`config.mk`:
```
export PLATFORM = sky130hd
export DESIGN_NAME = uart_rx
export DESIGN_NICKNAME = d
export VERILOG_FILES = /design/src/logic/ramio_pkg.sv /design/src/logic/uart_rx.sv
export SDC_FILE = /design/constraint.sdc
export NUM_CORES = 1
export LEC_CHECK = 0
export BUFFER_PORTS_ARGS = -buffer_cell sky130_fd_sc_hd__buf_4
export CORE_UTILIZATION = 50
export CTS_CLUSTER_SIZE = 30
export DETAILED_ROUTE_END_ITERATION = 16
export PLACE_DENSITY = 0.69
export SLEW_MARGIN = 10
export SYNTH_ARGS = -nofsm -noshare
export SYNTH_HDL_FRONTEND = slang
export SYNTH_SLANG_ARGS = --single-unit
```
`constraint.sdc`:
```
create_clock -name clk -period 2.3 [get_ports clk]
set_input_delay 0.46 -clock clk [delete_from_list [all_inputs] [get_ports clk]]
set_output_delay 0.46 -clock clk [all_outputs]
set_load 0.02 [all_outputs]
```
`src/logic/ramio_pkg.sv`:
```
/*
  shared definitions for the memory-mapped I/O bridge
  read and write access kinds, serial frame phases
  data and address widths, RAM depth, I/O address map, UART bit timing
*/
`default_nettype none

package ramio_pkg;

  // client bus widths
  localparam int DATA_W = 32;
  localparam int ADDR_W = 32;

  // on-chip RAM depth in words, 2**10 = 1024
  localparam int RAM_WORDS_LOG2 = 10;

  // I/O registers sit in the top three words of the address space
  // led nibble is low-active, 1 = led off
  localparam logic [ADDR_W-1:0] ADDR_LED      = {ADDR_W{1'b1}} - 3;
  localparam logic [ADDR_W-1:0] ADDR_UART_OUT = {ADDR_W{1'b1}} - 7;
  localparam logic [ADDR_W-1:0] ADDR_UART_IN  = {ADDR_W{1'b1}} - 11;

  // value of an idle transmitter or an empty receiver
  localparam logic [DATA_W-1:0] UART_IDLE = '1;

  // serial bit period in clocks, small to keep simulation short
  localparam int CLKS_PER_BIT = 16;
  localparam int BIT_CNT_W    = $clog2(CLKS_PER_BIT);

  // bit 2 selects sign extension, low bits give the size
  typedef enum logic [2:0] {
    rd_none   = 3'b000,
    rd_byte_u = 3'b001,
    rd_half_u = 3'b010,
    rd_word   = 3'b111,
    rd_byte_s = 3'b101,
    rd_half_s = 3'b110
  } read_type_e;

  typedef enum logic [1:0] {
    wr_none = 2'b00,
    wr_byte = 2'b01,
    wr_half = 2'b10,
    wr_word = 2'b11
  } write_type_e;

  // phase of an 8N1 frame
  typedef enum logic [1:0] {
    st_idle,
    st_start,
    st_data,
    st_stop
  } uart_state_e;

endpackage

`default_nettype wire

```
`src/logic/uart_rx.sv`:
```
/*
  8N1 serial receiver
  two-flop line sync, start edge detect, mid-bit sampling
  one-cycle valid strobe per good frame
*/
`timescale 1ns/10ps
`default_nettype none

module uart_rx (
  input  wire        clk,
  input  wire        rst_n,
  input  wire        rx_i,
  output logic       rx_valid_o,
  output logic [7:0] rx_byte_o
);

  localparam logic [ramio_pkg::BIT_CNT_W-1:0] BIT_LAST =
    ramio_pkg::BIT_CNT_W'(ramio_pkg::CLKS_PER_BIT - 1);
  localparam logic [ramio_pkg::BIT_CNT_W-1:0] HALF_LAST =
    ramio_pkg::BIT_CNT_W'(ramio_pkg::CLKS_PER_BIT / 2 - 1);

  ramio_pkg::uart_state_e      state_q;
  logic [ramio_pkg::BIT_CNT_W-1:0] cnt_q;
  logic [2:0]                  bit_q;
  logic [7:0]                  shift_q;
  // sync chain, rx_s3 is the previous synced sample
  logic                        rx_s1;
  logic                        rx_s2;
  logic                        rx_s3;
  logic                        frame_ok;

  // mid stop bit with the line high
  assign frame_ok = (state_q == ramio_pkg::st_stop) && (cnt_q == '0) && rx_s2;

  always_ff @(posedge clk) begin
    if (!rst_n) begin
      rx_s1      <= 1'b1;
      rx_s2      <= 1'b1;
      rx_s3      <= 1'b1;
      state_q    <= ramio_pkg::st_idle;
      cnt_q      <= '0;
      bit_q      <= '0;
      rx_valid_o <= 1'b0;
    end else begin
      rx_s1      <= rx_i;
      rx_s2      <= rx_s1;
      rx_s3      <= rx_s2;
      rx_valid_o <= frame_ok;
      case (state_q)
        ramio_pkg::st_idle: begin
          // falling edge, wait half a bit
          if (rx_s3 && !rx_s2) begin
            state_q <= ramio_pkg::st_start;
            cnt_q   <= HALF_LAST;
          end
        end
        ramio_pkg::st_start: begin
          if (cnt_q == '0) begin
            // glitch if the line is high again at mid start bit
            state_q <= rx_s2 ? ramio_pkg::st_idle : ramio_pkg::st_data;
            cnt_q   <= BIT_LAST;
            bit_q   <= '0;
          end else begin
            cnt_q <= cnt_q - 1'b1;
          end
        end
        ramio_pkg::st_data: begin
          if (cnt_q == '0) begin
            // lsb arrives first, shift in from the top
            shift_q <= {rx_s2, shift_q[7:1]};
            cnt_q   <= BIT_LAST;
            bit_q   <= bit_q + 1'b1;
            if (bit_q == 3'd7) begin
              state_q <= ramio_pkg::st_stop;
            end
          end else begin
            cnt_q <= cnt_q - 1'b1;
          end
        end
        default: begin
          // bad stop bit drops the frame
          if (cnt_q == '0) begin
            state_q <= ramio_pkg::st_idle;
          end else begin
            cnt_q <= cnt_q - 1'b1;
          end
        end
      endcase
    end
  end

  // received byte, held until the next good frame
  always_ff @(posedge clk) begin
    if (frame_ok) begin
      rx_byte_o <= shift_q;
    end
  end

endmodule

`default_nettype wire

```
==> impl_metrics.env <==
export IMPL_maxSlewHeadroom_pct=65.22
export IMPL_drive_above_1_share_pct=17.86
export IMPL_finalCritPeriodShare_pct=91.26
export IMPL_ys_seq_area_share_pct=61.86
export IMPL_h_tree_depth=2
export IMPL_die_w_um=50.94
export IMPL_synthTopCellsByArea="edfxtp_1 40%, dfxtp_1 22%, ha_1 8.4%"
export IMPL_ys_seq_elements=29
export IMPL_worstHoldPathType="input port to register"
export IMPL_crit_slowest_cell="a222oi_1"
export IMPL_clk_transition_reported_paths_ns=0.08
export IMPL_hold_path_startpoint="rx_i"
export IMPL_core_area_um2=2233
export IMPL_port_buffers=11
export IMPL_cts_tree="done"
export IMPL_detail_route_antenna_nets=0
export IMPL_status="finished, final reports clean"
export IMPL_final_setup_skew_ns=0.006533
export IMPL_diodes=0
export IMPL_grt_pass1_wl_um=3256
export IMPL_comb_power_share_pct=28.6
export IMPL_gr_usage_met3_pct=5.357
export IMPL_hold_worst_slack_ns=0.3278
export IMPL_grt_max_degree=16
export IMPL_path_class="register to register"
export IMPL_grt_use_met1_pct=20.62
export IMPL_hold_buffers=0
export IMPL_finalMaxSlewViolations=0
export IMPL_r2r_start="state_q[0]$_SDFFE_PN0P_"
export IMPL_layout_commonest_cell="edfxtp_1"
export IMPL_viasPerCell=5.350
export IMPL_p_leak_nw=0.5232
export IMPL_nets=122
export IMPL_ys_warn_count=0
export IMPL_syn_mean_instance_area_um2=12.88
export IMPL_dp_cells=132
export IMPL_finalNonFillerCells=140
export IMPL_die_area_um2=2594
export IMPL_drc=0
export IMPL_crit_chain="inv_1 -> ha_1 -> or3b_1 -> a222oi_1 -> nand2_1 -> a32o_1"
export IMPL_synth_fp_nets=104
export IMPL_io_pins=12
export IMPL_drt_pass1_iterations=4
export IMPL_cp_required_ns=2.51
export IMPL_wl_per_cell_um=13.49
export IMPL_internal_power_uw=908.8
export IMPL_rsz0062_at_grt="no"
export IMPL_max_freq_ghz=0.4764
export IMPL_antenna_found_initial=0
export IMPL_netlist_instances=93
export IMPL_first_global_vias=768
export IMPL_drtIter0Drc=33
export IMPL_start_util_pct=53.61
export IMPL_cp_arrival_ns=2.31
export IMPL_clock_sinks=29
export IMPL_cts_inserted_buffers=5
export IMPL_synth_top_area_share_pct=40.13
export IMPL_p_switching_uw=394.9
export IMPL_drv_cap=0
export IMPL_end_kind="register"
export IMPL_dieHeight_um=50.94
export IMPL_fin_crit_ns=2.099
export IMPL_met2_usage_pct=28.73
export IMPL_cts_setup_buffers=0
export IMPL_synth_distinct_cells=28
export IMPL_worstPathMaxFanout=6
export IMPL_p_per_area_nw_per_um2=948.9
export IMPL_rows=17
export IMPL_synth_area_leader_cell="edfxtp_1"
export IMPL_cts_root_buffer="clkbuf_4"
export IMPL_max_stage_delay_ns=0.48
export IMPL_clk_latency_ns=0.31
export IMPL_hold_viol=0
export IMPL_mostFrequentLayoutCells="16 x edfxtp_1, 13 x dfxtp_1, 13 x buf_4"
export IMPL_setup_viol=0
export IMPL_dp_hpwl_um=1366
export IMPL_grt_overflow_total=0
export IMPL_p_sw_share_pct=30.29
export IMPL_cp_startpoint="state_q[0]$_SDFFE_PN0P_"
export IMPL_fillCellCount=195
export IMPL_critPathLaunchType="register"
export IMPL_routed_wl_um=1888
export IMPL_syn_to_final_growth_pct=14.73
export IMPL_crit_buf_inv=1
export IMPL_clkPwrFrac_pct=23.4
export IMPL_cts_repair_resized=0
export IMPL_fin_total_pwr_mw=1.304
export IMPL_clk_path_buf_depth=2
export IMPL_fin_setup_tns_ns=0
export IMPL_gp_congestion=0.7640
export IMPL_seq_power_share_pct=48.0
export IMPL_top_usage_layer="met2"
export IMPL_vias=749
export IMPL_crit_family="compound AO/OA/AOI/OAI gates"
export IMPL_ir_worst_vdd_uv=606.1
export IMPL_syn_area_um2=1197
export IMPL_worstMarginPinSlew_ns=0.5217
export IMPL_grtUsageTotal_pct=17.84
[power groups by stage]
stage,sequential [mW],combinational (mW),clock (mW)
after floorplan,0.627,0.287,0
after global placement,0.635,0.367,0
after detailed placement,0.638,0.374,0
after CTS,0.626,0.375,0.318
after global routing,0.632,0.415,0.340
final,0.626,0.373,0.305
[logic make-up (layout without fill, tap and decap cells)]
kind of cell,Yosys count,count (layout),synth area share [%]
compound gates,15,15,9.822
fa+ha+maj,8,8,8.360
flops,29,29,61.86
mux,3,3,2.508
xor+xnor,1,1,0.7316
simple gates,29,29,13.58
buf+inv,8,27,3.134
[routing by layer]
metal	share of wire, %	up-vias
li1	-	377
met1	46	355
met2	49	13
met3	3.3	4
met4	1.2	0
met5	0	-
[synth_stat cells]
cell type  instances
a22o_2             1
edfxtp_1          16
a32o_1             3
ha_1               8
a221o_1            1
xor2_1             1
nor2b_1            4
mux2i_1            3
and3_1             2
and2_1             2
o21ai_0            2
nor3_1             1
inv_1              6
dfxtp_1           13
a222oi_1           1
nand2b_1           4
a22oi_1            2
a21boi_0           1
nand2_1            4
nand3_1            2
buf_6              1
or3b_1             2
nor2_1             5
o31ai_1            2
clkbuf_1           1
nand4_1            1
a21oi_1            2
nor3b_1            2
[worst reg2reg max path, cell delays in order (launching register included)]
cell,delay [ns]
dfxtp_1,0.43
inv_1,0.09
ha_1,0.26
or3b_1,0.36
a222oi_1,0.48
nand2_1,0.11
a32o_1,0.27
[path summary, 6_finish.rpt]
check,depth (start not counted),to,slack [ns]
max,6,state_q[1]$_SDFFE_PN0P_,0.20
min,2,rx_s1$_SDFF_PN1_,0.33
max reg2reg,6,state_q[1]$_SDFFE_PN0P_,0.20
min reg2reg,0,rx_byte_o[0]$_DFFE_PP_,0.43
[metrics by stage]
step / utilization (%) / cell area [um^2] / setup slack (ns)
final: 61.51 / 1374 / 0.2010
after detailed placement: 58.88 / 1315 / 0.1793
after floorplan: - / 1197 / 0.3568
after global placement: 58.88 / 1315 / 0.2566
after global routing: 61.51 / 1374 / 0.01402
after CTS: 61.51 / 1374 / 0.1632
[flip-flops by register name (all words and copies together) (netlist names)]
| name | count |
|---|---|
| bit_q | 3 |
| cnt_q | 4 |
| rx_byte_o | 8 |
| rx_s1 | 1 |
| rx_s2 | 1 |
| rx_s3 | 1 |
| rx_valid_o | 1 |
| shift_q | 8 |
| state_q | 2 |
[final cells by class]
class / count / area (um^2) / share of cell area [%]
Sequential cell: 29 / 740.7 / 53.92
Multi-Input combinational cell: 56 / 419.2 / 30.51
Timing Repair Buffer: 13 / 97.59 / 7.104
Clock buffer: 8 / 58.81 / 4.281
Tap cell: 28 / 35.03 / 2.550
Inverter: 6 / 22.52 / 1.639
(Power assumes the default switching activity.)
