## config.mk

```make
export PLATFORM = sky130hd
export DESIGN_NAME = ramio_flat
export DESIGN_NICKNAME = d
export VERILOG_FILES = /design/src/logic/ramio_pkg.sv /design/src/logic/ram_port_if.sv /design/src/logic/ramio.sv /design/src/flat_wrapper.sv
export SDC_FILE = /design/constraint.sdc
export NUM_CORES = 1
export LEC_CHECK = 0
export ABC_AREA = 1
export BUFFER_PORTS_ARGS = -buffer_cell sky130_fd_sc_hd__buf_2
export CAP_MARGIN = 20
export CORE_AREA = 5 5 98 100
export CTS_BUF_LIST = sky130_fd_sc_hd__clkbuf_8
export CTS_CLUSTER_DIAMETER = 100
export CTS_CLUSTER_SIZE = 12
export DETAILED_ROUTE_END_ITERATION = 6
export DIE_AREA = 0 0 103 105
export PLACE_DENSITY = 0.84
export SYNTH_ARGS = -nofsm -noshare
export SYNTH_HDL_FRONTEND = slang
export SYNTH_SLANG_ARGS = --single-unit
```

## constraint.sdc

```tcl
create_clock -name clk -period 1.8 [get_ports clk]
set_input_delay 0.36 -clock clk [delete_from_list [all_inputs] [get_ports clk]]
set_output_delay 0.36 -clock clk [all_outputs]
set_load 0.005 [all_outputs]
```

## src/logic/ramio_pkg.sv

```systemverilog
/*
  shared definitions for the memory-mapped I/O bridge
  read and write access kinds, serial frame phases
  data and address widths, RAM depth, I/O address map, UART bit timing
*/
`default_nettype none

package ramio_pkg;

  // client bus widths
  localparam int DATA_W = 32;
  localparam int ADDR_W = 32;

  // on-chip RAM depth in words, 2**10 = 1024
  localparam int RAM_WORDS_LOG2 = 10;

  // I/O registers sit in the top three words of the address space
  // led nibble is low-active, 1 = led off
  localparam logic [ADDR_W-1:0] ADDR_LED      = {ADDR_W{1'b1}} - 3;
  localparam logic [ADDR_W-1:0] ADDR_UART_OUT = {ADDR_W{1'b1}} - 7;
  localparam logic [ADDR_W-1:0] ADDR_UART_IN  = {ADDR_W{1'b1}} - 11;

  // value of an idle transmitter or an empty receiver
  localparam logic [DATA_W-1:0] UART_IDLE = '1;

  // serial bit period in clocks, small to keep simulation short
  localparam int CLKS_PER_BIT = 16;
  localparam int BIT_CNT_W    = $clog2(CLKS_PER_BIT);

  // bit 2 selects sign extension, low bits give the size
  typedef enum logic [2:0] {
    rd_none   = 3'b000,
    rd_byte_u = 3'b001,
    rd_half_u = 3'b010,
    rd_word   = 3'b111,
    rd_byte_s = 3'b101,
    rd_half_s = 3'b110
  } read_type_e;

  typedef enum logic [1:0] {
    wr_none = 2'b00,
    wr_byte = 2'b01,
    wr_half = 2'b10,
    wr_word = 2'b11
  } write_type_e;

  // phase of an 8N1 frame
  typedef enum logic [1:0] {
    st_idle,
    st_start,
    st_data,
    st_stop
  } uart_state_e;

endpackage

`default_nettype wire

```

## src/logic/ram_port_if.sv

```systemverilog
/*
  word access port between the bridge and the on-chip RAM
  master and slave modports
*/
`timescale 1ns/10ps
`default_nettype none

interface ram_port_if;

  // one access per cycle, zero wstrb means read
  logic                                en;
  logic [ramio_pkg::RAM_WORDS_LOG2-1:0] word_addr;
  logic [31:0]                         wdata;
  logic [3:0]                          wstrb;
  // read data, valid one cycle after the access
  logic [31:0]                         rdata;
  logic                                rvalid;

  modport master (output en, word_addr, wdata, wstrb, input rdata, rvalid);
  modport slave  (input en, word_addr, wdata, wstrb, output rdata, rvalid);

endinterface

`default_nettype wire

```

## src/logic/ramio.sv

```systemverilog
/*
  client access bridge
  I/O address decode, byte-lane steering to the word RAM
  read lane select and sign/zero extension
  LED, UART send and UART receive registers
*/
`timescale 1ns/10ps
`default_nettype none

module ramio (
  input  wire                              clk,
  input  wire                              rst_n,
  input  wire                              enable_i,
  input  ramio_pkg::read_type_e            read_type_i,
  input  ramio_pkg::write_type_e           write_type_i,
  input  wire  [ramio_pkg::ADDR_W-1:0]     address_i,
  input  wire  [ramio_pkg::DATA_W-1:0]     data_i,
  output logic [ramio_pkg::DATA_W-1:0]     data_o,
  output logic                             data_ready_o,
  output logic [3:0]                       led_o,
  ram_port_if.master                       ram,
  output logic                             tx_start_o,
  output logic [7:0]                       tx_byte_o,
  input  wire                              tx_busy_i,
  input  wire                              rx_valid_i,
  input  wire  [7:0]                       rx_byte_i
);

  logic                          is_io;
  logic                          is_rd;
  logic                          is_wr;
  logic                          is_half;
  logic                          is_word;
  logic                          misaligned;
  logic                          rd_io;
  // read pipeline
  logic                          io_rd_q;
  logic                          ram_rd_q;
  logic                          misal_q;
  logic [1:0]                    lane_q;
  ramio_pkg::read_type_e         rtype_q;
  logic [ramio_pkg::DATA_W-1:0]  io_rdata_q;
  logic [ramio_pkg::DATA_W-1:0]  ram_ext;
  logic [7:0]                    rd_byte;
  logic [15:0]                   rd_half;
  // I/O registers
  logic [3:0]                    led_q;
  logic [7:0]                    tx_data_q;
  logic                          tx_start_q;
  logic [ramio_pkg::DATA_W-1:0]  tx_reg;
  logic [ramio_pkg::DATA_W-1:0]  rx_reg_q;

  assign is_io = address_i inside {ramio_pkg::ADDR_LED, ramio_pkg::ADDR_UART_OUT,
                                   ramio_pkg::ADDR_UART_IN};
  assign is_rd = enable_i && (read_type_i != ramio_pkg::rd_none);
  assign is_wr = enable_i && (write_type_i != ramio_pkg::wr_none);

  // access size from whichever kind is requested
  assign is_half = (write_type_i == ramio_pkg::wr_half) ||
                   (read_type_i == ramio_pkg::rd_half_u) ||
                   (read_type_i == ramio_pkg::rd_half_s);
  assign is_word = (write_type_i == ramio_pkg::wr_word) ||
                   (read_type_i == ramio_pkg::rd_word);
  assign misaligned = (is_half && address_i[0]) || (is_word && (address_i[1:0] != 2'b00));

  // RAM side, I/O and misaligned writes never reach it
  // misaligned reads still go out so the result comes back on rvalid
  assign ram.en        = enable_i && !is_io && !(is_wr && misaligned);
  assign ram.word_addr = address_i[ramio_pkg::RAM_WORDS_LOG2+1:2];

  always_comb begin
    ram.wstrb = 4'b0000;
    ram.wdata = data_i;
    if (is_wr && !misaligned) begin
      case (write_type_i)
        ramio_pkg::wr_byte: begin
          // replicate the byte, strobe picks the lane
          ram.wstrb = 4'b0001 << address_i[1:0];
          ram.wdata = {4{data_i[7:0]}};
        end
        ramio_pkg::wr_half: begin
          ram.wstrb = address_i[1] ? 4'b1100 : 4'b0011;
          ram.wdata = {2{data_i[15:0]}};
        end
        ramio_pkg::wr_word: begin
          ram.wstrb = 4'b1111;
        end
        default: begin
          ram.wstrb = 4'b0000;
        end
      endcase
    end
  end

  // read pipeline control
  always_ff @(posedge clk) begin
    if (!rst_n) begin
      io_rd_q  <= 1'b0;
      ram_rd_q <= 1'b0;
    end else begin
      io_rd_q  <= is_rd && is_io;
      ram_rd_q <= is_rd && !is_io;
    end
  end

  // access details travel with the read
  always_ff @(posedge clk) begin
    lane_q  <= address_i[1:0];
    rtype_q <= read_type_i;
    misal_q <= misaligned;
  end

  // lane select from the returning word
  assign rd_byte = ram.rdata[8*lane_q +: 8];
  assign rd_half = lane_q[1] ? ram.rdata[31:16] : ram.rdata[15:0];

  always_comb begin
    case (rtype_q)
      ramio_pkg::rd_byte_u,
      ramio_pkg::rd_byte_s: ram_ext = {{24{rtype_q[2] & rd_byte[7]}}, rd_byte};
      ramio_pkg::rd_half_u,
      ramio_pkg::rd_half_s: ram_ext = {{16{rtype_q[2] & rd_half[15]}}, rd_half};
      ramio_pkg::rd_word:   ram_ext = ram.rdata;
      default:              ram_ext = '0;
    endcase
    // misaligned reads give zero
    if (misal_q) begin
      ram_ext = '0;
    end
  end

  assign data_o       = io_rd_q ? io_rdata_q : ram_ext;
  assign data_ready_o = io_rd_q || (ram_rd_q && ram.rvalid);

  // uart send, start strobe straight from the write
  assign tx_start_o = is_wr && (address_i == ramio_pkg::ADDR_UART_OUT);
  assign tx_byte_o  = data_i[7:0];
  assign rd_io      = is_rd && (address_i == ramio_pkg::ADDR_UART_IN);

  // send register shows the byte while the frame is going out
  assign tx_reg = (tx_busy_i || tx_start_q) ? {24'h0, tx_data_q} : ramio_pkg::UART_IDLE;

  always_ff @(posedge clk) begin
    if (!rst_n) begin
      led_q      <= 4'b1111;
      tx_start_q <= 1'b0;
      rx_reg_q   <= ramio_pkg::UART_IDLE;
    end else begin
      tx_start_q <= tx_start_o && !tx_busy_i;
      if (is_wr && (address_i == ramio_pkg::ADDR_LED)) begin
        led_q <= data_i[3:0];
      end
      // a read empties the register even if a byte lands this cycle
      if (rd_io) begin
        rx_reg_q <= ramio_pkg::UART_IDLE;
      end else if (rx_valid_i) begin
        rx_reg_q <= {24'h0, rx_byte_i};
      end
    end
  end

  // byte only kept when the transmitter takes it
  always_ff @(posedge clk) begin
    if (tx_start_o && !tx_busy_i) begin
      tx_data_q <= data_i[7:0];
    end
  end

  // I/O read data captured at the request edge
  always_ff @(posedge clk) begin
    case (address_i)
      ramio_pkg::ADDR_LED:      io_rdata_q <= {28'h0, led_q};
      ramio_pkg::ADDR_UART_OUT: io_rdata_q <= tx_reg;
      ramio_pkg::ADDR_UART_IN:  io_rdata_q <= rx_reg_q;
      default:                  io_rdata_q <= '0;
    endcase
  end

  assign led_o = led_q;

endmodule

`default_nettype wire

```

## src/flat_wrapper.sv

```systemverilog
// flat-port wrapper written by rule: the top's interface ports become plain ports
module ramio_flat 
  (clk, rst_n, enable_i, read_type_i, write_type_i, address_i, data_i, data_o, data_ready_o, led_o, tx_start_o, tx_byte_o, tx_busy_i, rx_valid_i, rx_byte_i, ram_en, ram_word_addr, ram_wdata, ram_wstrb, ram_rdata, ram_rvalid);
  ram_port_if ram_i ();
  input  wire clk;
  input  wire rst_n;
  input  wire enable_i;
  input  ramio_pkg::read_type_e read_type_i;
  input  ramio_pkg::write_type_e write_type_i;
  input  wire  [ramio_pkg::ADDR_W-1:0] address_i;
  input  wire  [ramio_pkg::DATA_W-1:0] data_i;
  output logic [ramio_pkg::DATA_W-1:0] data_o;
  output logic data_ready_o;
  output logic [3:0] led_o;
  output logic tx_start_o;
  output logic [7:0] tx_byte_o;
  input  wire tx_busy_i;
  input  wire rx_valid_i;
  input  wire  [7:0] rx_byte_i;
  output wire logic [$bits(ram_i.en)-1:0] ram_en;
  output wire logic [$bits(ram_i.word_addr)-1:0] ram_word_addr;
  output wire logic [$bits(ram_i.wdata)-1:0] ram_wdata;
  output wire logic [$bits(ram_i.wstrb)-1:0] ram_wstrb;
  input wire logic [$bits(ram_i.rdata)-1:0] ram_rdata;
  input wire logic [$bits(ram_i.rvalid)-1:0] ram_rvalid;
  assign ram_en = ram_i.en;
  assign ram_word_addr = ram_i.word_addr;
  assign ram_wdata = ram_i.wdata;
  assign ram_wstrb = ram_i.wstrb;
  assign ram_i.rdata = ram_rdata;
  assign ram_i.rvalid = ram_rvalid;
  ramio u_core (.clk(clk), .rst_n(rst_n), .enable_i(enable_i), .read_type_i(read_type_i), .write_type_i(write_type_i), .address_i(address_i), .data_i(data_i), .data_o(data_o), .data_ready_o(data_ready_o), .led_o(led_o), .ram(ram_i), .tx_start_o(tx_start_o), .tx_byte_o(tx_byte_o), .tx_busy_i(tx_busy_i), .rx_valid_i(rx_valid_i), .rx_byte_i(rx_byte_i));
endmodule
```

==> results.json <==
{
  "syn_area_sq_um": 3331,
  "grt_antenna_before_repair": 0,
  "drtIter0Drc": 350,
  "initial_core_util_pct": 38.76,
  "track_usage_pct": 23.34,
  "num_antenna_cells": 0,
  "finalSetupViolations": 59,
  "arrival_ps": 1680,
  "grt_pass1_vias": 4420,
  "num_vias": 4638,
  "cts_max_path_buffers": 2,
  "cts_tree": "yes",
  "yosysTopAreaCell": "nand2_1",
  "failed_checks": "negative setup slack",
  "gp_congestion": 0.8826,
  "clkTransAtPathRegs_ps": 70,
  "die_h_um": 105,
  "critPathKind": "reg -> out",
  "io-pin-count": 208,
  "place_inst": 843,
  "yosysWarnings": 0,
  "period_minus_slack_ps": 2043,
  "drtPass1Iterations": 6,
  "yosysSeqAreaShare_pct": 25.85,
  "avgRoutedWirePerCell_um": 17.01,
  "status": "complete, but fails checks",
  "slew_headroom_pct": 65.92,
  "slew_violations": 0,
  "place_ws_ps": -287.3,
  "min_period_over_period_pct": 113.5,
  "power.leakage_nw": 3.223,
  "nets": 885,
  "synth_nets": 662,
  "fmax_mhz": 489.4,
  "post-route-drc-count": 0,
  "cp.required_ps": 1440,
  "synth_cell_types": 30,
  "hp-class": "in -> reg",
  "clkSinkCount": 39,
  "wl_um": 14890,
  "drive_gt1_share_pct": 54.24,
  "rsz0062_at_grt": "true",
  "worst_pin_slew_ps": 509.3,
  "postRouteAntennaNets": 0,
  "die_w_um": 103,
  "clockRootBuffer": "clkbuf_8",
  "synth_area_leaders": "nand2_1 (26%), dfxtp_1 (19%), nand3_1 (8.7%)",
  "power_mw": 2.753,
  "cts_inserted_buffers": 5,
  "syn_inst": 543,
  "vias_per_cell": 5.301,
  "postPlaceCellArea_sq_um": 4512,
  "synth-seq-cells": 39,
  "rows": 34,
  "overflow": 0,
  "irDropWorstVdd_mv": 0.4020,
  "areaGrowthSynthToFinish_pct": 70.29,
  "grt_pass1_wl_um": 20460,
  "start_kind": "flip-flop",
  "final_cell_count_no_fill": 875,
  "setup_slack_ps": -243.2,
  "core_sq_um": 8593,
  "clock_latency_ps": 280,
  "hold_violations": 0,
  "die_area_sq_um": 10820,
  "skew_ps": 5.747,
  "stdcell_area_sq_um": 5672,
  "grt_max_degree": 25,
  "ctsHoldBuffers": 0,
  "path_max_fanout": 6,
  "maxCapViolCount": 0,
  "portBuffers": 207,
  "cts_max_level": 2,
  "end_kind": "output port",
  "yosysTopAreaCellShare_pct": 25.81,
  "finalSetupTns_ps": -8771,
  "fill_cells": 664,
  "dpl.hpwl_um": 9050,
  "syn_area_per_cell_sq_um": 6.134,
  "cellPowerDensity_nw_per_um2": 485.3
}
[placed cells by master, fill, tap and decap left out, types with 2 or more instances in the layout]
cell,synthesis,routed
ha_4,0,3
nand3_1,58,28
o21ai_0,29,12
o211ai_1,11,11
clkbuf_8,0,6
dfxtp_4,0,2
buf_2,10,202
a31oi_1,3,3
nor2_4,1,6
o21ai_2,8,11
nor2_2,5,5
nand2_8,0,5
nand2_4,1,10
nand4_1,4,4
o21ai_1,6,13
nand2_1,229,178
clkbuf_16,0,2
buf_12,0,7
mux2i_1,8,8
nand3_4,0,7
nor2_1,23,18
buf_16,0,6
inv_2,5,9
buf_4,28,34
edfxtp_1,8,8
buf_6,6,12
inv_1,38,31
nand3_2,2,26
dfxtp_1,31,26
dfxtp_2,0,3
nand2_2,5,45
o21ai_4,0,7
a22o_1,8,8
[final timing paths]
path	from	to	slack (ps)	depth (start not counted)
max reg2reg	u_core.tx_start_q	u_core.io_rdata_q[1]	780	3
min reg2reg	u_core.rx_reg_q[7]	u_core.io_rdata_q[7]	450	2
min	address_i[0]	u_core.lane_q[0]	190	1
max	u_core.rtype_q[1]	data_o[27]	-240	11
[synthesized netlist by cell type (all sizes together)]
cell,instances
nor2,30
dfxtp,31
a31oi,3
a21oi,1
o211ai,11
edfxtp,8
ha,4
buf,45
nor3,1
a21o,1
nand3,60
nand2,235
nand4,4
clkbuf,7
o21ai,43
mux2i,8
a22o,8
inv,43
[cells by family (layout without fill, tap and decap cells)]
group | after synthesis | in the layout | synth area share, %
muxes | 8 | 8 | 2.404
DFF | 39 | 39 | 25.85
buffers and inverters | 95 | 315 | 15.59
AOI/OAI and AO/OA | 67 | 67 | 12.89
and+or+nand+nor | 330 | 334 | 41.77
adders and majority gates | 4 | 4 | 1.503
[state kept, by name, summed over array words and instances, names as in the netlist]
signal,count
u_core.io_rdata_q,9
u_core.rx_reg_q,9
u_core.tx_data_q,8
u_core.led_o,4
u_core.rtype_q,3
u_core.lane_q,2
u_core.io_rd_q,1
u_core.misal_q,1
u_core.ram_rd_q,1
u_core.tx_start_q,1
[worst max-delay path: stages (launching register included)]
cell       delay, ps
dfxtp_2          330
inv_2             80
nand2_4           90
nor2_4           130
nand2_2           70
nand2_4          110
nand2_8          100
clkbuf_16        190
nand3_2           60
nand2_1           60
nand2_1           60
buf_2            110
[repair_timing]
item	CTS	global route
buffers inserted	9	4
setup endpoints to repair	62	62
pin swaps	29	32
gates cloned	10	3
resized for setup	120	74
[per-layer routing]
| layer | up-vias | track usage [%] | share of wire (%) |
|---|---|---|---|
| li1 | 2179 | - | - |
| met1 | 2096 | 24.08 | 34 |
| met2 | 302 | 43.08 | 52 |
| met3 | 61 | 5.863 | 11 |
| met4 | 0 | 10.55 | 3.9 |
| met5 | - | 0 | 0 |
[area by class of cell]
type | instances | area, sq um | area share [%]
inverter | 43 | 183.9 | 3.243
multi-input combinational | 413 | 2591 | 45.69
clock inverter | 2 | 35.03 | 0.6177
tap | 108 | 135.1 | 2.383
timing repair buffer | 264 | 1772 | 31.24
clock buffer | 6 | 82.58 | 1.456
sequential | 39 | 872.1 | 15.38
[metrics by stage]
| stage | hold WS [ps] | utilization (%) |
|---|---|---|
| 3_3_place_gp | 437.7 | 52.50 |
| 2_1_floorplan | 387.7 | - |
| 3_5_place_dp | 441.2 | 52.50 |
| 4_1_cts | 227.4 | 61.65 |
| 6_report | 194.3 | 66.00 |
| 5_1_grt | 180.1 | 66.00 |
[power breakdown]
part           switching, mW  internal, mW
Sequential            0.0214         0.912
Combinational          0.574         0.508
Clock                  0.289         0.448
Total                  0.885          1.87
(Power assumes the default switching activity.)
