**src/logic/ramio_pkg.sv**
```systemverilog
/*
  shared definitions for the memory-mapped I/O bridge
  read and write access kinds, serial frame phases
  data and address widths, RAM depth, I/O address map, UART bit timing
*/
`default_nettype none

package ramio_pkg;

  // client bus widths
  localparam int DATA_W = 32;
  localparam int ADDR_W = 32;

  // on-chip RAM depth in words, 2**10 = 1024
  localparam int RAM_WORDS_LOG2 = 10;

  // I/O registers sit in the top three words of the address space
  // led nibble is low-active, 1 = led off
  localparam logic [ADDR_W-1:0] ADDR_LED      = {ADDR_W{1'b1}} - 3;
  localparam logic [ADDR_W-1:0] ADDR_UART_OUT = {ADDR_W{1'b1}} - 7;
  localparam logic [ADDR_W-1:0] ADDR_UART_IN  = {ADDR_W{1'b1}} - 11;

  // value of an idle transmitter or an empty receiver
  localparam logic [DATA_W-1:0] UART_IDLE = '1;

  // serial bit period in clocks, small to keep simulation short
  localparam int CLKS_PER_BIT = 16;
  localparam int BIT_CNT_W    = $clog2(CLKS_PER_BIT);

  // bit 2 selects sign extension, low bits give the size
  typedef enum logic [2:0] {
    rd_none   = 3'b000,
    rd_byte_u = 3'b001,
    rd_half_u = 3'b010,
    rd_word   = 3'b111,
    rd_byte_s = 3'b101,
    rd_half_s = 3'b110
  } read_type_e;

  typedef enum logic [1:0] {
    wr_none = 2'b00,
    wr_byte = 2'b01,
    wr_half = 2'b10,
    wr_word = 2'b11
  } write_type_e;

  // phase of an 8N1 frame
  typedef enum logic [1:0] {
    st_idle,
    st_start,
    st_data,
    st_stop
  } uart_state_e;

endpackage

`default_nettype wire

```
**src/logic/uart_tx.sv**
```systemverilog
/*
  8N1 serial transmitter
  start strobe in, busy level out, lsb first
*/
`timescale 1ns/10ps
`default_nettype none

module uart_tx (
  input  wire        clk,
  input  wire        rst_n,
  input  wire        tx_start_i,
  input  wire  [7:0] tx_byte_i,
  output logic       tx_busy_o,
  output logic       tx_o
);

  localparam logic [ramio_pkg::BIT_CNT_W-1:0] BIT_LAST =
    ramio_pkg::BIT_CNT_W'(ramio_pkg::CLKS_PER_BIT - 1);

  ramio_pkg::uart_state_e      state_q;
  logic [ramio_pkg::BIT_CNT_W-1:0] cnt_q;
  logic [2:0]                  bit_q;
  logic [7:0]                  shift_q;
  logic                        tx_q;

  // counter at zero ends the current bit period
  always_ff @(posedge clk) begin
    if (!rst_n) begin
      state_q <= ramio_pkg::st_idle;
      cnt_q   <= '0;
      bit_q   <= '0;
      tx_q    <= 1'b1;
    end else begin
      case (state_q)
        ramio_pkg::st_idle: begin
          // a start while busy never reaches here, so it is dropped
          if (tx_start_i) begin
            state_q <= ramio_pkg::st_start;
            cnt_q   <= BIT_LAST;
            tx_q    <= 1'b0;
            shift_q <= tx_byte_i;
          end
        end
        ramio_pkg::st_start: begin
          if (cnt_q == '0) begin
            state_q <= ramio_pkg::st_data;
            cnt_q   <= BIT_LAST;
            bit_q   <= '0;
            tx_q    <= shift_q[0];
            shift_q <= shift_q >> 1;
          end else begin
            cnt_q <= cnt_q - 1'b1;
          end
        end
        ramio_pkg::st_data: begin
          if (cnt_q == '0) begin
            cnt_q <= BIT_LAST;
            if (bit_q == 3'd7) begin
              // stop bit
              state_q <= ramio_pkg::st_stop;
              tx_q    <= 1'b1;
            end else begin
              bit_q   <= bit_q + 1'b1;
              tx_q    <= shift_q[0];
              shift_q <= shift_q >> 1;
            end
          end else begin
            cnt_q <= cnt_q - 1'b1;
          end
        end
        default: begin
          // end of stop bit closes the frame
          if (cnt_q == '0) begin
            state_q <= ramio_pkg::st_idle;
          end else begin
            cnt_q <= cnt_q - 1'b1;
          end
        end
      endcase
    end
  end

  assign tx_busy_o = (state_q != ramio_pkg::st_idle);
  assign tx_o      = tx_q;

endmodule

`default_nettype wire

```
**config.mk**
```make
export PLATFORM = sky130hd
export DESIGN_NAME = uart_tx
export DESIGN_NICKNAME = d
export VERILOG_FILES = /design/src/logic/ramio_pkg.sv /design/src/logic/uart_tx.sv
export SDC_FILE = /design/constraint.sdc
export NUM_CORES = 1
export LEC_CHECK = 0
export ABC_AREA = 1
export BUFFER_PORTS_ARGS = -buffer_cell sky130_fd_sc_hd__buf_2
export CORE_AREA = 2 2 50 52
export CTS_CLUSTER_SIZE = 24
export DETAILED_ROUTE_END_ITERATION = 8
export DIE_AREA = 0 0 52 54
export PLACE_DENSITY = 0.65
export SLEW_MARGIN = 20
export SYNTH_ARGS = -nofsm -noshare
export SYNTH_HDL_FRONTEND = slang
export SYNTH_SLANG_ARGS = --single-unit
```
**constraint.sdc**
```tcl
create_clock -name clk -period 5.1 [get_ports clk]
set_input_delay 0 -clock clk [delete_from_list [all_inputs] [get_ports clk]]
set_output_delay 0 -clock clk [all_outputs]
set_load 0.01 [all_outputs]
```
==> impl_metrics.tcl, run 1 <==
set metrics [dict create \
    synth_area_leaders "edfxtp_1, dfxtp_1, nand2_1, ha_1, inv_1" \
    fin_setup_tns_ps 0 \
    crit_fanout 8 \
    crit_path_end_kind "flop" \
    finalCritPeriodShare_pct 39.01 \
    slowest_delay_ps 500 \
    internal_power_w 0.0003713 \
    io_buffers 12 \
    crit_type "reg -> reg" \
    path_buf_inv 1 \
    synth-simple-area-share_pct 30.68 \
    ir_drop_v 0.0003048 \
    clk_path_buf_depth 2 \
    grt_pass1_wl_mm 3.505 \
    powerDensity_mw_per_mm2 544.0 \
    synth_top_area_share_pct 24.65 \
    critPathTopFamily "simple AND/OR/NAND/NOR gates" \
    drv_cap 0 \
    clk_transition_reported_paths_ps 100 \
    grt_pass1_vias 857 \
    avgViaCountPerCell 4.709 \
    finalCriticalPeriod_ps 1989 \
    overflow 0 \
    post-place-ws_ps 2784 \
    switching_share_pct 43.06 \
    fmax_ghz 0.5027 \
    syn-num-nets 146 \
    critical_path.cell_chain "inv_1 > ha_1 > o21ai_2 > nand2_1 > nor3_2" \
    hpwlAfterDp_mm 1.369 \
    clkSinkCount 18 \
    status "completed" \
    tightestPinTransition_ps 624.6 \
    crit_arrival_ps 1930 \
    regArea_um2 440.4 \
    insertion_delay_ps 290 \
    io_pins 13 \
    track_usage_pct 17.11 \
    avgSynthCellArea_um2 7.615 \
    ys_ff_latch 18 \
    syn_area_um2 974.7 \
    fp-row-count 18 \
    post-synth-top-area-cell "edfxtp_1" \
    clock_skew_ps 1.431 \
    crit_start "state_q[0]" \
    synth_cells 128 \
    power.static_leakage_nw 0.5877 \
    cpMaxStageDelayCell "nor3_2" \
    coreArea_mm2 0.002320 \
    hold_viol_final 0 \
    drc 0 \
    postCtsResizedCells 0 \
    synth-compound-area-share_pct 7.574 \
    avgRoutedWirePerCell_um 10.04 \
    routed_wl_mm 1.828 \
    critPathLaunchType "flop" \
    drv_slew 0 \
    muxShareOfSynthArea_pct 0 \
    sequentialPowerShare_pct 36.2 \
    area_growth_pct 22.98 \
    rsz0062_at_grt "false" \
    hp-class "in -> reg" \
    firstDrtPassIters 4 \
    cts_tree "done" \
    die_area_mm2 0.002808 \
    ant_nets 0 \
    combPwrFrac_pct 50.1 \
    final_nets 171 \
    max_slew_margin_pct 58.13 \
    drive_above_1_share_pct 16.45 \
    gp_congestion 0.7462 \
    antenna_found_initial 0 \
    synth_top_family_by_area "simple AND/OR/NAND/NOR gates" \
    fp.dieH_um 54 \
    fillerInstances 229 \
    setup_viol 0 \
    grt_max_degree 15 \
    start_util_pct 42.02 \
    cts_inserted_buffers 3 \
    worstHoldStart "tx_start_i" \
    synth_seq_area_share_pct 45.19 \
    yosys.area_share.adder_pct 8.986 \
    num_antenna_cells 0 \
    synth_cell_types 20 \
    yosysWarnings 0 \
    regToRegStartpoint "state_q[0]" \
    critPathRequiredTime_ps 5040 \
    cts_root_buffer "clkbuf_4" \
    p_clk_share_pct 13.6 \
    yosys.area_share.xor_xnor_pct 0.8986 \
    fin_ws_ps 3111 \
    p_switching_w 0.0002808 \
    die_w_um 52 \
    multi_input_area_um2 474.2 \
    drtIter0Drc 16 \
    via_count 857 \
    ctsHtreeMaxLevel 1 \
    postCtsSetupRepairBufs 0 \
]
[cells by family after synthesis]
group           Yosys count
fa+ha+maj                 7
simple gates             72
xor+xnor                  1
flops                    18
compound gates           13
buf+inv                  17
[per-stage QoR]
stage / cells / total power (W) / hold slack (ps) / util (%) / cell area [um^2]
3_5_place_dp: 169 / 0.0005638 / 236.3 / 46.01 / 1067
3_3_place_gp: 169 / 0.0005570 / 230.8 / 46.01 / 1067
6_report: 182 / 0.0006521 / 122.3 / 51.67 / 1199
2_1_floorplan: 128 / 0.0004942 / 84.21 / - / 974.7
5_1_grt: 182 / 0.0007310 / 205.8 / 51.67 / 1199
4_1_cts: 182 / 0.0006589 / 119.7 / 51.46 / 1194
[timing repair]
action,4_1_cts,5_1_grt
hold buffers,9,0
endpoints found under the setup margin,0,0
hold endpoints to repair,11,0
[sequential cells by signal, summed over array words and instances (netlist names)]
signal / cells
shift_q: 8
bit_q: 3
cnt_q: 4
state_q: 2
tx_o: 1
[placed cells by master (no fill, tap or decap)]
| master | n |
|---|---|
| nand3_1 | 4 |
| dfxtp_1 | 10 |
| dlygate4sd3_1 | 9 |
| clkbuf_8 | 1 |
| nand2_1 | 49 |
| o21ai_2 | 1 |
| nor3_2 | 1 |
| edfxtp_1 | 8 |
| xnor2_1 | 1 |
| o21ai_0 | 1 |
| nand3b_2 | 1 |
| a21oi_1 | 8 |
| inv_1 | 14 |
| ha_1 | 7 |
| nand2_2 | 3 |
| a21oi_2 | 1 |
| clkbuf_4 | 3 |
| buf_2 | 12 |
| o22ai_1 | 1 |
| inv_2 | 2 |
| nand4_1 | 3 |
| nor2_1 | 11 |
| o21ai_1 | 1 |
[worst register-to-register path, stage by stage, from the launching register on]
cell and delay, ps:
dfxtp_1 370, inv_1 90, ha_1 250, o21ai_2 290, nand2_1 130, nor3_2 500
[worst paths after layout]
check	to	slack [ps]	cells after the start
max	shift_q[1]	3110	5
max reg2reg	shift_q[1]	3110	5
min	cnt_q[3]	120	6
min reg2reg	bit_q[1]	480	2
[routing by layer]
| layer | global-route usage, % | up-vias | share of wire, % |
|---|---|---|---|
| met1 | 19.86 | 380 | 45 |
| met5 | 0 | - | 0 |
| met4 | 8.333 | 0 | 1.8 |
| met3 | 3.611 | 4 | 3.2 |
| li1 | - | 455 | - |
| met2 | 29.96 | 18 | 50 |
[cell usage after synthesis]
cell type  instances
nand3b_2           1
a21oi_2            1
nand4_1            3
o21ai_2            1
nand2_2            3
nand3_1            4
a21oi_1            8
buf_2              1
ha_1               7
o22ai_1            1
nor2_1            11
nor3_1             1
xnor2_1            1
o21ai_0            1
edfxtp_1           8
nand2_1           49
o21ai_1            1
dfxtp_1           10
inv_2              2
inv_1             14
[layout make-up]
cell class,instances,share of cell area (%)
timing repair buffer,21,12.53
multi-input combinational,93,39.56
sequential,18,36.74
inverter,16,5.010
tap,30,3.132
clock buffer,4,3.027
[power groups by stage]
stage | Sequential [W] | Clock (W) | Combinational [W]
4_1_cts | 0.000237 | 0.0000916 | 0.000330
6_report | 0.000236 | 0.0000888 | 0.000327
2_1_floorplan | 0.000235 | 0 | 0.000259
3_3_place_gp | 0.000239 | 0 | 0.000318
3_5_place_dp | 0.000240 | 0 | 0.000323
5_1_grt | 0.000243 | 0.0000970 | 0.000391
No activity file was read; power rests on OpenSTA's default activity.
==> run 2, diff against run 1 <==
--- a/config.mk
+++ b/config.mk
@@ -5,12 +5,12 @@
 export SDC_FILE = /design/constraint.sdc
 export NUM_CORES = 1
 export LEC_CHECK = 0
-export ABC_AREA = 1
+export ABC_AREA = 0
 export BUFFER_PORTS_ARGS = -buffer_cell sky130_fd_sc_hd__buf_2
-export CORE_AREA = 2 2 50 52
+export CORE_AREA = 2 2 51 53
 export CTS_CLUSTER_SIZE = 24
 export DETAILED_ROUTE_END_ITERATION = 8
-export DIE_AREA = 0 0 52 54
+export DIE_AREA = 0 0 53 55
 export PLACE_DENSITY = 0.65
 export SLEW_MARGIN = 20
 export SYNTH_ARGS = -nofsm -noshare
==> constraint.sdc (replaced) <==
create_clock -name clk -period 1.88 [get_ports clk]
set_input_delay 0 -clock clk [delete_from_list [all_inputs] [get_ports clk]]
set_output_delay 0 -clock clk [all_outputs]
set_load 0.01 [all_outputs]
==> run 2 against run 1 <==
Area after synthesis rose by 5.8%. Non-clock buffer count fell by 3. Utilization fell by 0.93 points. Global-route usage fell by 0.91 points. Sequential cell count did not move. Worst setup slack got worse by 3000 ps. Final cell count fell by 20%. Clock-buffer cell count fell by 1. Critical path type unchanged.
==> impl_metrics.tcl, run 2 <==
set metrics [dict create \
    crit_fanout 5 \
    worstHoldStart "tx_byte_i[6]" \
    grt_pass1_vias 790 \
    crit_path_end_kind "flop" \
    synth_edf_count 8 \
    fp-row-count 18 \
    crit_arrival_ps 1960 \
    die_area_mm2 0.002915 \
    synth.most_common_cell "dfxtp_1" \
    slowest_delay_ps 410 \
    critPathRequiredTime_ps 2060 \
    final_cell_mix "buf_2, dfxtp_1, mux2_2, nand2_1, edfxtp_1" \
    ys_ff_latch 18 \
    hpwlAfterDp_mm 1.458 \
    max_slew_margin_pct 78.63 \
    synth_area_leaders "edfxtp_1, dfxtp_1, mux2_2, ha_1, a32o_1" \
    ctsHtreeMaxLevel 1 \
    avgRoutedWirePerCell_um 13.42 \
    tightestPinTransition_ps 320.5 \
    drive_above_1_share_pct 31.30 \
    fp.dieH_um 55 \
    routed_wl_mm 1.946 \
    clock_skew_ps 4.288 \
    largestRegisters "shift_q: 8 flops, cnt_q: 4 flops, bit_q: 3 flops" \
    drv_slew 0 \
    io_pins 13 \
    synth_common_cells "dfxtp_1, edfxtp_1, mux2_2, nand2_1, ha_1" \
    largest-register "shift_q" \
    track_usage_pct 16.20 \
    clkSinkCount 18 \
    num_antenna_cells 0 \
    clk_path_buf_depth 2 \
    insertion_delay_ps 290 \
    hold_slack_ps 9.532 \
    grt_pass1_wl_mm 3.422 \
    hp-class "in -> reg" \
    synth_cell_types 35 \
    powerDensity_mw_per_mm2 1698 \
    grt_max_degree 18 \
    cpMaxStageDelayCell "or3b_4" \
    post-synth-top-area-cell "edfxtp_1" \
    coreArea_mm2 0.002365 \
    regToRegStartpoint "cnt_q[0]" \
    largest_register_ffs 8 \
    crit_start "cnt_q[0]" \
    ant_nets 0 \
    crit_type "reg -> reg" \
    cp.depth 6 \
    synth_cells 96 \
    drv_cap 0 \
    setup_viol 0 \
    fmax_ghz 0.5626 \
    status "completed" \
    power.static_leakage_nw 0.5037 \
    area_growth_pct 16.38 \
    min_path_cells 2 \
    io_buffers 12 \
    final_common_cell "buf_2" \
    async_flop_share_pct 0 \
    critical_path.cell_chain "inv_1 > ha_1 > or3b_4 > buf_4 > a211oi_2 > mux2_2" \
    firstDrtPassIters 4 \
    syn-num-nets 114 \
    syn_area_mm2 0.001031 \
    yosysWarnings 0 \
    synth_top_area_share_pct 23.30 \
    finalCritPeriodShare_pct 94.54 \
    synth_seq_area_share_pct 42.72 \
    cts_inserted_buffers 3 \
    fin_setup_tns_ps 0 \
    avgViaCountPerCell 5.400 \
    cts_tree "done" \
    via_count 783 \
    reg2reg_depth 6 \
    drtIter0Drc 16 \
    avgSynthCellArea_um2 10.74 \
    start_util_pct 43.60 \
    postCtsSetupRepairBufs 0 \
    die_w_um 53 \
    clk_transition_reported_paths_ps 100 \
    path_buf_inv 2 \
    ys.flop_type "dfxtp_1" \
    drc 0 \
    critPathTopFamily "simple AND/OR/NAND/NOR gates" \
    finalCriticalPeriod_ps 1777 \
    cts_root_buffer "clkbuf_4" \
    gp_congestion 0.7289 \
    final_nets 134 \
    antenna_found_initial 0 \
    critPathLaunchType "flop" \
    hold_viol_final 0 \
    overflow 0 \
    ir_drop_v 0.0008998 \
    rsz0062_at_grt "false" \
]
## run 2: cell count changes in the layout (fill, tap and decap cells not counted), sizes merged, moves of 6 or more
| cell | change |
|---|---|
| a21oi | -8 |
| nor2 | -8 |
| dlygate4sd3 | -9 |
| mux2 | +8 |
| inv | -10 |
| buf | +6 |
| nand2 | -44 |
## run 2: where the power goes
part	switching, W	internal, W
clock network	0.000115	0.0000770
registers	0.0000868	0.000583
logic	0.000562	0.000614
## run 2: area by class of cell
cell class	count	area (um^2)
clock buffer	3	22.52
clock inverter	1	3.754
fill	229	1165
inverter	6	22.52
multi-input combinational	69	555.5
sequential	18	440.4
tap	30	37.54
timing repair buffer	18	117.6
## run 2: worst paths after layout
kind / end / slack, ps
max reg2reg: tx_o / 100
max: tx_o / 100
min reg2reg: bit_q[2] / 490
min: shift_q[6] / 10
## run 2: logic make-up after synthesis
family	share of synthesized area, %
fa+ha+maj	8.495
xor+xnor	0.8497
compound gates	16.50
mux	10.68
flops	42.72
buf+inv	3.398
simple gates	17.36
## run 2: metal layers
layer | track usage, % | up-vias | share of wire (%) | wire [um]
met5 | 0 | - | 0 | 0
met4 | 6.838 | 0 | 0.87 | 17
met3 | 2.419 | 2 | 2.2 | 42
met2 | 27.71 | 12 | 48 | 942
met1 | 20.54 | 370 | 49 | 944
li1 | - | 399 | - | -
## run 2: what timing repair did
action,CTS,global route
hold endpoints to repair,0,0
resized for setup,0,1
hold buffers,0,0
endpoints found under the setup margin,0,8
## run 2: worst register-to-register path, cell delays in order (launching register included)
cell,delay (ps)
dfxtp_1,350
inv_1,60
ha_1,160
or3b_4,410
buf_4,160
a211oi_2,190
mux2_2,350
## run 2: through the flow
stage	total power (W)	setup slack [ps]	instances	cell area (um^2)	utilization [%]
floorplan	0.001490	137.6	96	1031	-
global placement	0.001823	103.7	141	1174	49.63
detailed placement	0.001855	61.14	141	1174	49.63
CTS	0.002050	36.62	145	1200	50.74
global route	0.002199	7.858	145	1200	50.74
finish	0.002038	102.6	145	1200	50.74
==> run 3, diff against run 2 <==
--- a/config.mk
+++ b/config.mk
@@ -12,6 +12,7 @@
 export DETAILED_ROUTE_END_ITERATION = 8
 export DIE_AREA = 0 0 53 55
 export PLACE_DENSITY = 0.65
+export RECOVER_POWER = 50
 export SLEW_MARGIN = 20
 export SYNTH_ARGS = -nofsm -noshare
 export SYNTH_HDL_FRONTEND = slang
==> run 3 against run 2 <==
Sequential cell count unchanged. Non-clock buffer count unchanged. Utilization decreased by 0.26 points. Cell area decreased by 0.52%.
==> impl_metrics.tcl, run 3 (synthesis results as in run 2) <==
set metrics [dict create \
    switching_share_pct 37.81 \
    drc 0 \
    ir_drop_v 0.0008993 \
    fin_setup_tns_ps 0 \
    cts_tree "done" \
    cpMaxStageDelayCell "or3b_4" \
    path_buf_inv 2 \
    hold_buffers 0 \
    routed_wl_mm 1.949 \
    avgRoutedWirePerCell_um 13.44 \
    clock_skew_ps 4.329 \
    overflow 0 \
    crit_type "reg -> reg" \
    max_slew_margin_pct 78.90 \
    ant_nets 0 \
    stdcell_area_mm2 0.001194 \
    finalCriticalPeriod_ps 1777 \
    largest-register "shift_q" \
    cts_root_buffer "clkbuf_4" \
    insertion_delay_ps 290 \
    finalCritPeriodShare_pct 94.54 \
    clk_path_buf_depth 2 \
    avgViaCountPerCell 5.421 \
    powerDensity_mw_per_mm2 1694 \
    largestRegisters "shift_q: 8 flops, cnt_q: 4 flops, bit_q: 3 flops" \
    drtIter0Drc 16 \
    start_util_pct 43.60 \
    setup_viol 0 \
    ctsHtreeMaxLevel 1 \
    hp-class "in -> reg" \
    final_cell_mix "dfxtp_1, buf_2, mux2_2, nand2_1, edfxtp_1" \
    drv_cap 0 \
    num_antenna_cells 0 \
    die_w_um 53 \
    via_count 786 \
    cts_inserted_buffers 3 \
    coreArea_mm2 0.002365 \
    critPathTopFamily "simple AND/OR/NAND/NOR gates" \
    slowest_delay_ps 410 \
    reg2reg_slack_ps 100 \
    grt_max_degree 18 \
    sequentialPowerShare_pct 33.2 \
    drive_above_1_share_pct 28.70 \
    fillerInstances 232 \
    fp.dieH_um 55 \
    placed_area_mm2 0.001174 \
    hpwlAfterDp_mm 1.458 \
    fmax_ghz 0.5626 \
    die_area_mm2 0.002915 \
    gp_congestion 0.7289 \
    p_clk_share_pct 9.5 \
    combPwrFrac_pct 57.3 \
    grt_pass1_vias 790 \
    clk_transition_reported_paths_ps 100 \
    final_nets 134 \
    clkSinkCount 18 \
    power.static_leakage_nw 0.4941 \
    status "completed" \
    grt_pass1_wl_mm 3.422 \
    crit_path_end_kind "flop" \
    regArea_um2 440.4 \
    firstDrtPassIters 4 \
    p_switching_w 0.0007644 \
    io_pins 13 \
    crit_fanout 5 \
    antenna_found_initial 0 \
    critPathRequiredTime_ps 2060 \
    crit_arrival_ps 1960 \
    io_buffers 12 \
    drv_slew 0 \
    area_growth_pct 15.78 \
    multi_input_area_um2 555.5 \
    largest_register_ffs 8 \
    track_usage_pct 16.20 \
    internal_power_w 0.001257 \
    rsz0062_at_grt "false" \
    hold_viol_final 0 \
    critical_path.cell_chain "inv_1 > ha_1 > or3b_4 > buf_4 > a211oi_2 > mux2_2" \
    tightestPinTransition_ps 316.5 \
    critPathLaunchType "flop" \
    fp-row-count 18 \
]
[run 3: cell type report]
type | instances | area share, %
flip-flops and latches | 18 | 36.90
well taps | 30 | 3.145
clock buffers | 3 | 1.887
inverters | 6 | 1.887
clock inverters | 1 | 0.3145
multi-input cells | 69 | 46.54
repair buffers | 18 | 9.329
[run 3: power by group through the flow]
stage / clock network (W) / logic (W) / registers, W
final: 0.000192 / 0.00116 / 0.000670
after global routing: 0.000212 / 0.00128 / 0.000686
after CTS: 0.000197 / 0.00118 / 0.000670
after detailed placement: 0 / 0.00118 / 0.000679
after global placement: 0 / 0.00115 / 0.000676
after floorplan: 0 / 0.000829 / 0.000661
[run 3: path summary, 6_finish.rpt]
check,startpoint,endpoint,cells past startpoint
worst max-delay path,cnt_q[0],tx_o,6
worst min-delay path,tx_byte_i[6],shift_q[6],2
worst max register to register,cnt_q[0],tx_o,6
worst min register to register,bit_q[2],bit_q[2],2
[run 3: metrics by stage]
step,utilization [%],worst slack (ps),power (W),hold WS (ps),cells
2_1_floorplan,-,137.6,0.001490,162.3,96
3_3_place_gp,49.63,103.7,0.001823,295.8,141
3_5_place_dp,49.63,61.14,0.001855,308.3,141
4_1_cts,50.74,36.62,0.002050,5.458,145
5_1_grt,50.48,7.858,0.002181,12.19,145
6_report,50.48,102.6,0.002021,8.410,145
[run 3: timing repair]
item | 4_1_cts | 5_1_grt
gates resized for setup | 0 | 1
endpoints found under the setup margin | 0 | 8
buffers inserted | 0 | 0
[run 3: metal layers]
layer  vias to the layer above  wire length [um]  GRT usage, %
li1                        398                 -             -
met1                       374               939         20.54
met2                        12               946         27.71
met3                         2                44         2.419
met4                         0                17         6.838
met5                         -                 0             0
